===== src/lshape_macros.svh =====
`ifndef LS_MACROS_SVH
`define LS_MACROS_SVH

// operand and result width
`define LS_DATA_W 16

// request tag width
`define LS_TAG_W 8

// cycles from accept to FIFO write
`define LS_PIPE_DEPTH 6

// FIFO holds 2**K entries
`define LS_FIFO_K 2

`endif


===== src/lshape_op_pkg.sv =====
`include "lshape_macros.svh"

package lshape_op_pkg;

  // carried beside the datapath, returned with the result
  typedef logic [`LS_TAG_W-1:0] tag_t;

  typedef struct packed {
    logic [`LS_DATA_W-1:0] a;
    logic [`LS_DATA_W-1:0] b;
    logic                  add;     // 1 = a + b, 0 = a - b
  } alu_req_t;

  typedef struct packed {
    logic [`LS_DATA_W-1:0] result;  // wraps, no carry kept
    logic                  z;       // result is zero
    logic                  n;       // msb of result
  } alu_rsp_t;

endpackage


===== src/lshape_flow_pkg.sv =====
`include "lshape_macros.svh"

package lshape_flow_pkg;

  // tag in the upper bits, arithmetic outcome below
  typedef struct packed {
    lshape_op_pkg::tag_t     tag;
    lshape_op_pkg::alu_rsp_t rsp;
  } fifo_entry_t;

  // in-flight or stored count, pipe depth + fifo depth + 1 fits
  typedef logic [$clog2(`LS_PIPE_DEPTH + (1 << `LS_FIFO_K) + 1)-1:0] occ_t;

endpackage


===== src/alu_pipe.sv =====
`timescale 1ns/10ps
`include "lshape_macros.svh"

module alu_pipe (
  input  logic                    clk,
  input  logic                    rst,
  input  lshape_op_pkg::alu_req_t req,
  output lshape_op_pkg::alu_rsp_t rsp
);

  import lshape_op_pkg::*;

  // first stage is the compute register below
  localparam int tail_lat = `LS_PIPE_DEPTH - 1;

  logic [`LS_DATA_W-1:0] sum;
  alu_rsp_t              rsp_d;
  alu_rsp_t              rsp_q;

  always_comb begin
    sum = req.add ? (req.a + req.b) : (req.a - req.b);
    rsp_d.result = sum;
    rsp_d.z = (sum == '0);
    rsp_d.n = sum[`LS_DATA_W-1];
  end

  always_ff @(posedge clk, posedge rst) begin
    if (rst) begin
      rsp_q <= '0;
    end else begin
      rsp_q <= rsp_d;  // sampled every cycle, qualified downstream
    end
  end

  delay_line #(
    .lat  (tail_lat),
    .width($bits(alu_rsp_t))
  ) i_rsp_dly (
    .clk,
    .rst,
    .din (rsp_q),
    .dout(rsp)
  );

endmodule


===== src/credit_pipe.sv =====
`timescale 1ns/10ps
`include "lshape_macros.svh"

module credit_pipe (
  input  logic                  clk,
  input  logic                  rst,
  input  logic                  us_valid,
  input  lshape_op_pkg::tag_t   us_tag,
  output logic                  us_stall,
  input  lshape_flow_pkg::occ_t num_in_fifo,
  output logic                  pipe_valid,
  output lshape_op_pkg::tag_t   pipe_tag
);

  import lshape_op_pkg::*;
  import lshape_flow_pkg::*;

  localparam int   depth      = `LS_PIPE_DEPTH;
  localparam occ_t fifo_slots = occ_t'(1 << `LS_FIFO_K);

  logic             accept;
  logic [depth-1:0] valid_chain;
  occ_t             in_flight;
  occ_t             credits_used;

  assign accept = us_valid & ~us_stall;

  // both terms are registers, so stall depends on state only
  assign credits_used = in_flight + num_in_fifo;
  assign us_stall = (credits_used >= fifo_slots);

  assign pipe_valid = valid_chain[depth-1];

  // accept strobe enters at bit 0, leaves as the fifo write
  always_ff @(posedge clk, posedge rst) begin
    if (rst) begin
      valid_chain <= '0;
    end else begin
      valid_chain <= {valid_chain[depth-2:0], accept};
    end
  end

  // a leaving entry moves its credit into num_in_fifo on the same edge
  always_ff @(posedge clk, posedge rst) begin
    if (rst) begin
      in_flight <= '0;
    end else begin
      case ({accept, pipe_valid})
        2'b10:   in_flight <= in_flight + occ_t'(1);
        2'b01:   in_flight <= in_flight - occ_t'(1);
        default: in_flight <= in_flight;  // none, or one in and one out
      endcase
    end
  end

  delay_line #(
    .lat  (depth),
    .width($bits(tag_t))
  ) i_tag_dly (
    .clk,
    .rst,
    .din (us_tag),
    .dout(pipe_tag)
  );

endmodule


===== src/delay_line.sv =====
`timescale 1ns/10ps

module delay_line #(
  parameter int lat   = 1,
  parameter int width = 8
) (
  input  logic             clk,
  input  logic             rst,
  input  logic [width-1:0] din,
  output logic [width-1:0] dout
);

  logic [lat-1:0][width-1:0] stage;

  assign dout = stage[lat-1];

  // free running, no enable
  always_ff @(posedge clk, posedge rst) begin
    if (rst) begin
      stage <= '0;
    end else begin
      stage[0] <= din;
      for (int i = 1; i < lat; i++) begin
        stage[i] <= stage[i-1];
      end
    end
  end

endmodule


===== src/lshape_top.sv =====
`timescale 1ns/10ps

module lshape_top (
  input  logic                         clk,
  input  logic                         rst,
  input  logic                         us_valid,
  input  lshape_op_pkg::alu_req_t      us_req,
  input  lshape_op_pkg::tag_t          us_tag,
  output logic                         us_stall,
  input  logic                         rdreq,
  output logic                         empty,
  output lshape_flow_pkg::fifo_entry_t ds_entry
);

  import lshape_op_pkg::*;
  import lshape_flow_pkg::*;

  logic        pipe_valid;
  tag_t        pipe_tag;
  alu_rsp_t    alu_rsp;
  fifo_entry_t fifo_wdata;
  occ_t        num_in_fifo;

  // tag and result arrive on the same cycle
  assign fifo_wdata.tag = pipe_tag;
  assign fifo_wdata.rsp = alu_rsp;

  credit_pipe i_credit (
    .clk,
    .rst,
    .us_valid,
    .us_tag,
    .us_stall,
    .num_in_fifo,
    .pipe_valid,
    .pipe_tag
  );

  // operands flow every cycle, no stall
  alu_pipe i_alu (
    .clk,
    .rst,
    .req(us_req),
    .rsp(alu_rsp)
  );

  result_fifo i_fifo (
    .clk,
    .rst,
    .wr   (pipe_valid),
    .wdata(fifo_wdata),
    .rd   (rdreq),
    .rdata(ds_entry),
    .empty,
    .num_in_fifo
  );

endmodule


===== src/result_fifo.sv =====
`timescale 1ns/10ps
`include "lshape_macros.svh"

module result_fifo (
  input  logic                         clk,
  input  logic                         rst,
  input  logic                         wr,
  input  lshape_flow_pkg::fifo_entry_t wdata,
  input  logic                         rd,
  output lshape_flow_pkg::fifo_entry_t rdata,
  output logic                         empty,
  output lshape_flow_pkg::occ_t        num_in_fifo
);

  import lshape_flow_pkg::*;

  localparam int k     = `LS_FIFO_K;
  localparam int slots = 1 << k;

  // top bit of each pointer is the wrap bit
  logic [k:0]                   rd_ptr;
  logic [k:0]                   wr_ptr;
  logic                         full;
  logic                         wr_ok;
  logic                         rd_ok;
  fifo_entry_t [slots-1:0]      mem;
  occ_t                         count;

  assign empty = (rd_ptr == wr_ptr);
  assign full = (rd_ptr == {~wr_ptr[k], wr_ptr[k-1:0]});

  // credits upstream keep wr away from a full fifo
  assign wr_ok = wr & ~full;
  assign rd_ok = rd & ~empty;  // pop on empty is dropped

  assign rdata = mem[rd_ptr[k-1:0]];
  assign num_in_fifo = count;

  always_ff @(posedge clk, posedge rst) begin
    if (rst) begin
      rd_ptr <= '0;
      wr_ptr <= '0;
    end else begin
      if (wr_ok) begin
        wr_ptr <= wr_ptr + (k+1)'(1);
      end
      if (rd_ok) begin
        rd_ptr <= rd_ptr + (k+1)'(1);
      end
    end
  end

  always_ff @(posedge clk, posedge rst) begin
    if (rst) begin
      count <= '0;
    end else begin
      case ({wr_ok, rd_ok})
        2'b10:   count <= count + occ_t'(1);
        2'b01:   count <= count - occ_t'(1);
        default: count <= count;
      endcase
    end
  end

  // write and read share a slot only when empty or full
  always_ff @(posedge clk, posedge rst) begin
    if (rst) begin
      mem <= '0;
    end else begin
      if (wr_ok) begin
        mem[wr_ptr[k-1:0]] <= wdata;
      end
      if (rd_ok) begin
        mem[rd_ptr[k-1:0]] <= '0;  // popped slot cleared
      end
    end
  end

endmodule


===== config.mk =====
export PLATFORM = sky130hd
export DESIGN_NAME = lshape_top
export DESIGN_NICKNAME = d
export VERILOG_FILES = /design/src/lshape_op_pkg.sv /design/src/lshape_flow_pkg.sv /design/src/alu_pipe.sv /design/src/credit_pipe.sv /design/src/delay_line.sv /design/src/lshape_top.sv /design/src/result_fifo.sv
export VERILOG_INCLUDE_DIRS = /design/src
export SDC_FILE = /design/constraint.sdc
export NUM_CORES = 1
export LEC_CHECK = 0
export BUFFER_PORTS_ARGS = -buffer_cell sky130_fd_sc_hd__buf_2
export CORE_ASPECT_RATIO = 0.6
export CORE_MARGIN = 1.5
export CORE_UTILIZATION = 55
export DETAILED_ROUTE_END_ITERATION = 16
export PLACE_DENSITY = 0.78
export SLEW_MARGIN = 20
export SYNTH_ARGS = -nofsm -noshare
export SYNTH_HDL_FRONTEND = slang
export SYNTH_HIERARCHICAL = 1
export SYNTH_SLANG_ARGS = --single-unit

===== constraint.sdc =====
create_clock -name clk -period 5.2 [get_ports clk]
set_input_delay 1.3 -clock clk [delete_from_list [all_inputs] [get_ports clk]]
set_output_delay 1.3 -clock clk [all_outputs]
set_load 0.01 [all_outputs]

== After elaboration in Yosys (flattened, before gate mapping) ==
Index checks and enable logic that the tools add are counted.
Storage, ports and cells
  register bits: 280
Operators by class
  $add $sub $neg: 9
  magnitude comparators: 5
  equal/unequal tests: 6
  muxes and demuxes: 12
  bitwise operators: 9
  reductions and logical operators: 5
Operators by type and width (count)
  104-bit two-way mux: 2
  104-bit AND: 1
  104-bit bitwise mux: 1
  26-bit demux with 2-bit select: 2
  104-bit NOT: 1
  26-bit two-way mux: 3
  26-bit binary-select mux with 2-bit select: 1
  16-bit adder: 1
  16-bit logical NOT: 1
  16-bit two-way mux: 1
  4-bit case mux with 2 select lines: 2
  16-bit subtractor: 1
  4-bit by 1-bit adder with 4-bit output, second input constant: 2
  4-bit by 1-bit subtractor with 4-bit output, second input constant: 2
  3-bit by 1-bit adder with 3-bit output, second input constant: 2
  3-bit equality test: 2
  2-bit by 3-bit < comparator with 1-bit output, second input constant: 2
  4-bit adder: 1
  2-bit by 1-bit equality test with 1-bit output, second input constant: 2
  2-bit equality test, second input constant: 2
  2-bit by 1-bit greater-or-equal comparator with 1-bit output, second input constant: 2
  4-bit by 3-bit greater-or-equal comparator with 1-bit output, second input constant: 1
  1-bit NOT: 4
  2-bit nonzero test: 2
  other kinds (2): 5

== Depth between registers and ports, before layout ==
  word-level depth: 8
  mapped depth: 14

== Cells and area by module ==
The synthesis kept the hierarchy.
By module, submodules not included
  result_fifo: instances 1, cells an instance 440, area each 5726.7 um2, sequential area each 2852.7 um2
  delay_line (i_alu.i_rsp_dly): instances 1, cells an instance 109, area each 2391.0 um2, sequential area each 2252.2 um2
  alu_pipe: instances 1, cells an instance 161, area each 1520.2 um2, sequential area each 425.4 um2
  delay_line (i_credit.i_tag_dly): instances 1, cells an instance 57, area each 1265.0 um2, sequential area each 1201.2 um2
  credit_pipe: instances 1, cells an instance 47, area each 554.3 um2, sequential area each 250.2 um2

== Worst setup path after synthesis ==
Ideal clock, no wire load.
  kind: input to register
  from: input port us_req[6] (netlist name)
  to: register i_alu/rsp_q[1] (netlist name)
  setup time: 0.096 ns
  data arrival time: 4.297 ns
  data required time: 5.104 ns
  path slack: 0.807 ns
  cell stages on the path: 12
  buffers on the path: 0
  cells stage by stage: or3_1 > nor3_1 > a21oi_1 > xor2_1 > ha_1 > a21o_1 > a31oi_1 > o21ai_0 > or3_1 > nor3_1 > or4b_2 > nor4_2
RTL lines
  start, declared: RTL line lshape_top.sv:7  | input lshape_op_pkg::alu_req_t us_req,
  end signal, assigned: RTL line alu_pipe.sv:31  | rsp_q <= rsp_d;
  end, declared: RTL line alu_pipe.sv:18  | alu_rsp_t rsp_q;

==> reports/metrics.cfg <==
[critical_path]
cp.required_ns = 5.62
crit_slowest_cell = or4b_2
cp_top_family = simple AND/OR/NAND/NOR gates
timing.rr.start = i_fifo/num_in_fifo[1]
critPathKind = input port to register
cp.arrival_ns = 4.85
critPathMaxStageDelay_ns = 0.61
r2r-end = i_credit/in_flight[3]
path_buf_inv = 1
cp-startpoint = us_req[6]
path_max_fanout = 5
end_kind = register
r2r_slack_ns = 2.08
worstSetupStartpointType = input port
r2r_cells = 9
path_cells = buf_2, or3_1, nor3b_1, a21oi_1, xor2_1, ha_1, a21o_1, a31oi_1, o21ai_0, or3_1, nor3_1, or4b_2, nor4_2
cp_common_cell = or3_1

[route]
avgViaCountPerCell = 5.40
drtIter0Drc = 319
drtAntennaViolNets = 0
first_pass_iters = 5
post_drt_wl_per_cell_um = 18.3
maxUsedRoutingLayer = met4
m1WireLength_mm = 10.2
wl_mm = 21.1
drc = 0
dr_wl_met2_mm = 9.40
met3WireLength_mm = 1.17
via_count = 6210

[clocking]
clk_latency_ns = 0.52
cts_buffers = 24
ctsRootBufferMaster = clkbuf_16
clockBufferDepth = 3
path_clk_slew_ns = 0.07
cts_resized = 0
htree_levels = 1
cts_tree = done
cts.sinks = 279
post-cts-setup-buffers = 0
hold_buffers = 0

[timing]
tightest_slew_ns = 0.954
setup_viol = 0
fin_setup_tns_ns = 0
hold_viol_final = 0
drv_slew = 0
rsz0062_at_grt = no
period_needed_ns = 4.43
finClkSkew_ns = 0.0100
fin_hold_ws_ns = 0.342
max-slew-margin-rel_pct = 36.3
min_period_over_period_pct = 85.2
max_freq_mhz = 226

[die]
ios = 73
core_um2 = 20200
initial_core_util_pct = 56.7
fp.dieH_um = 115
placementRows = 40
die_w_um = 189
die-area_um2 = 21700

[power]
pwr-share-comb_pct = 27.7
switching_share_pct = 32.3
max-vdd-ir-drop_uv = 281
seq_power_share_pct = 46.1
clkPwrFrac_pct = 26.2
p_int_mw = 4.73
total_power_mw = 6.99
p_leak_nw = 5.77
p_per_area_nw_per_um2 = 557
power_switching_mw = 2.26

[global_routing]
gr-total-overflow = 0
first_global_vias = 6497
antenna_found_initial = 0
grt_max_degree = 54
grt.total_usage_pct = 20.6
grt_pass1_wl_mm = 35.0

[worst_hold_path]
min_delay_worst_endpoint = i_alu/i_rsp_dly/stage[53]
worstHoldStart = i_alu/i_rsp_dly/stage[35]
hp-class = register to register
holdPathStages = 0

[placement]
placed_cells = 1109
dpl.hpwl_mm = 13.2
gp_congestion = 0.835
portBuffers = 72

[run_status]
status = completed

[synth]
ys_warn_count = 6
synth_cell_types = 60
synthesis.area_um2 = 11500
ys_seq_area_share_pct = 60.9
synth-edff-count = 0
synth.avg_cell_area_um2 = 14.1
async_flop_share_pct = 100
ys_ff_latch = 279
syn_nets = 896
synthCells = 814
synth_ff_type = dfrtp_1

[cells_and_area]
mostFrequentLayoutCells = 278 x dfrtp_1, 120 x nor2_1, 105 x mux2i_1
n_fill_cell = 1504
syn_to_final_growth_pct = 9.58
final_common_cell = dfrtp_1
drive_above_1_share_pct = 19.2
nets = 944
final_core_util_pct = 62.1
final_cell_count_no_fill = 1151
antenna_cells = 0

[job]
cap_viol_max_count = 0

## power by group through the flow
stage	registers, mW	clock network (mW)	logic, mW
after floorplan	3.05	0	1.62
after global placement	3.22	0	1.87
after detailed placement	3.24	0	1.94
after CTS	3.23	1.87	1.96
after global routing	3.30	1.96	2.14
final	3.22	1.83	1.94
## flip-flops by register name, indices dropped and copies added, names as in the netlist
register / flops
i_fifo/mem: 104
i_alu/i_rsp_dly/stage: 72
i_credit/i_tag_dly/stage: 40
i_alu/i_rsp_dly/dout: 18
i_alu/rsp_q: 17
i_credit/i_tag_dly/dout: 8
i_credit/valid_chain: 6
i_credit/in_flight: 4
i_fifo/num_in_fifo: 4
i_fifo/rd_ptr: 3
i_fifo/wr_ptr: 3
## synthesized netlist by cell type, types with 2 or more instances
| cell type | number | share of area (%) |
|---|---|---|
| xnor2_1 | 17 | 1.3 |
| mux2_2 | 4 | 0.39 |
| buf_6 | 18 | 1.8 |
| nor2_1 | 120 | 3.9 |
| buf_4 | 27 | 1.8 |
| nor3b_1 | 4 | 0.26 |
| o21bai_1 | 3 | 0.20 |
| buf_2 | 2 | 0.087 |
| xor2_1 | 24 | 1.8 |
| nand4_1 | 2 | 0.11 |
| dfrtp_1 | 279 | 61 |
| or3_1 | 3 | 0.16 |
| fa_1 | 2 | 0.35 |
| o21a_1 | 4 | 0.26 |
| o21ai_0 | 7 | 0.31 |
| buf_8 | 8 | 1.0 |
| mux2i_1 | 105 | 9.2 |
| nor3_1 | 7 | 0.31 |
| nor4_1 | 3 | 0.16 |
| clkbuf_1 | 4 | 0.13 |
| inv_1 | 20 | 0.66 |
| or4b_2 | 2 | 0.17 |
| a31oi_1 | 9 | 0.49 |
| a21o_1 | 6 | 0.39 |
| o211ai_1 | 3 | 0.20 |
| nand2_1 | 16 | 0.52 |
| nand3_1 | 5 | 0.22 |
| ha_1 | 35 | 3.8 |
| mux4_1 | 3 | 0.69 |
| mux4_2 | 23 | 4.5 |
| and2_4 | 4 | 0.31 |
| nand2b_1 | 3 | 0.16 |
| a21oi_1 | 14 | 0.61 |
| and3_1 | 2 | 0.11 |
## per-layer routing
layer  track usage, %  vias up
met3             3.88       38
met4             4.39        0
met1             31.2     3143
li1                 -     2857
met5                0        -
met2             31.5      172
## worst register-to-register path, stage by stage (launching register included)
cell	delay, ns
dfrtp_1	0.45
ha_1	0.32
a31o_2	0.26
nor4_1	0.45
o31ai_1	0.14
ha_1	0.31
ha_1	0.38
or4b_1	0.48
o311ai_1	0.10
o211ai_1	0.11
## worst max path at each step
| stage | end | slack [ns] | depth (start not counted) |
|---|---|---|---|
| after floorplan | i_alu/rsp_q[1] | 0.81 | 12 |
| after detailed placement | i_alu/rsp_q[1] | 0.38 | 13 |
| after global routing | i_alu/rsp_q[1] | 0.60 | 13 |
| after CTS | i_alu/rsp_q[1] | 0.90 | 13 |
| after global placement | i_alu/rsp_q[1] | 0.50 | 13 |
| final | i_alu/rsp_q[1] | 0.77 | 13 |
## layout make-up
| type | count | area (µm²) | share of cell area, % |
|---|---|---|---|
| clock inverters | 10 | 141 | 1.13 |
| flip-flops and latches | 279 | 6980 | 55.6 |
| repair buffers | 81 | 428 | 3.41 |
| multi-input cells | 456 | 3910 | 31.1 |
| well taps | 273 | 342 | 2.72 |
| clock buffers | 32 | 672 | 5.35 |
| inverters | 20 | 78.8 | 0.628 |
## kinds of logic (layout without fill, tap and decap cells)
group | Yosys count | in the layout | share of synthesized area, %
buf+inv | 79 | 143 | 5.46
fa+ha+maj | 37 | 37 | 4.17
simple gates | 178 | 178 | 7.04
xor+xnor | 43 | 43 | 3.52
flops | 279 | 279 | 60.9
compound gates | 63 | 63 | 4.10
mux | 135 | 135 | 14.8
## metrics by stage
| stage | setup slack [ns] | cell area [µm²] |
|---|---|---|
| 6_report | 0.771 | 12600 |
| 5_1_grt | 0.601 | 12600 |
| 4_1_cts | 0.902 | 12600 |
| 3_5_place_dp | 0.378 | 11700 |
| 3_3_place_gp | 0.497 | 11700 |
| 2_1_floorplan | 0.807 | 11500 |
No activity file was read; power rests on OpenSTA's default activity.
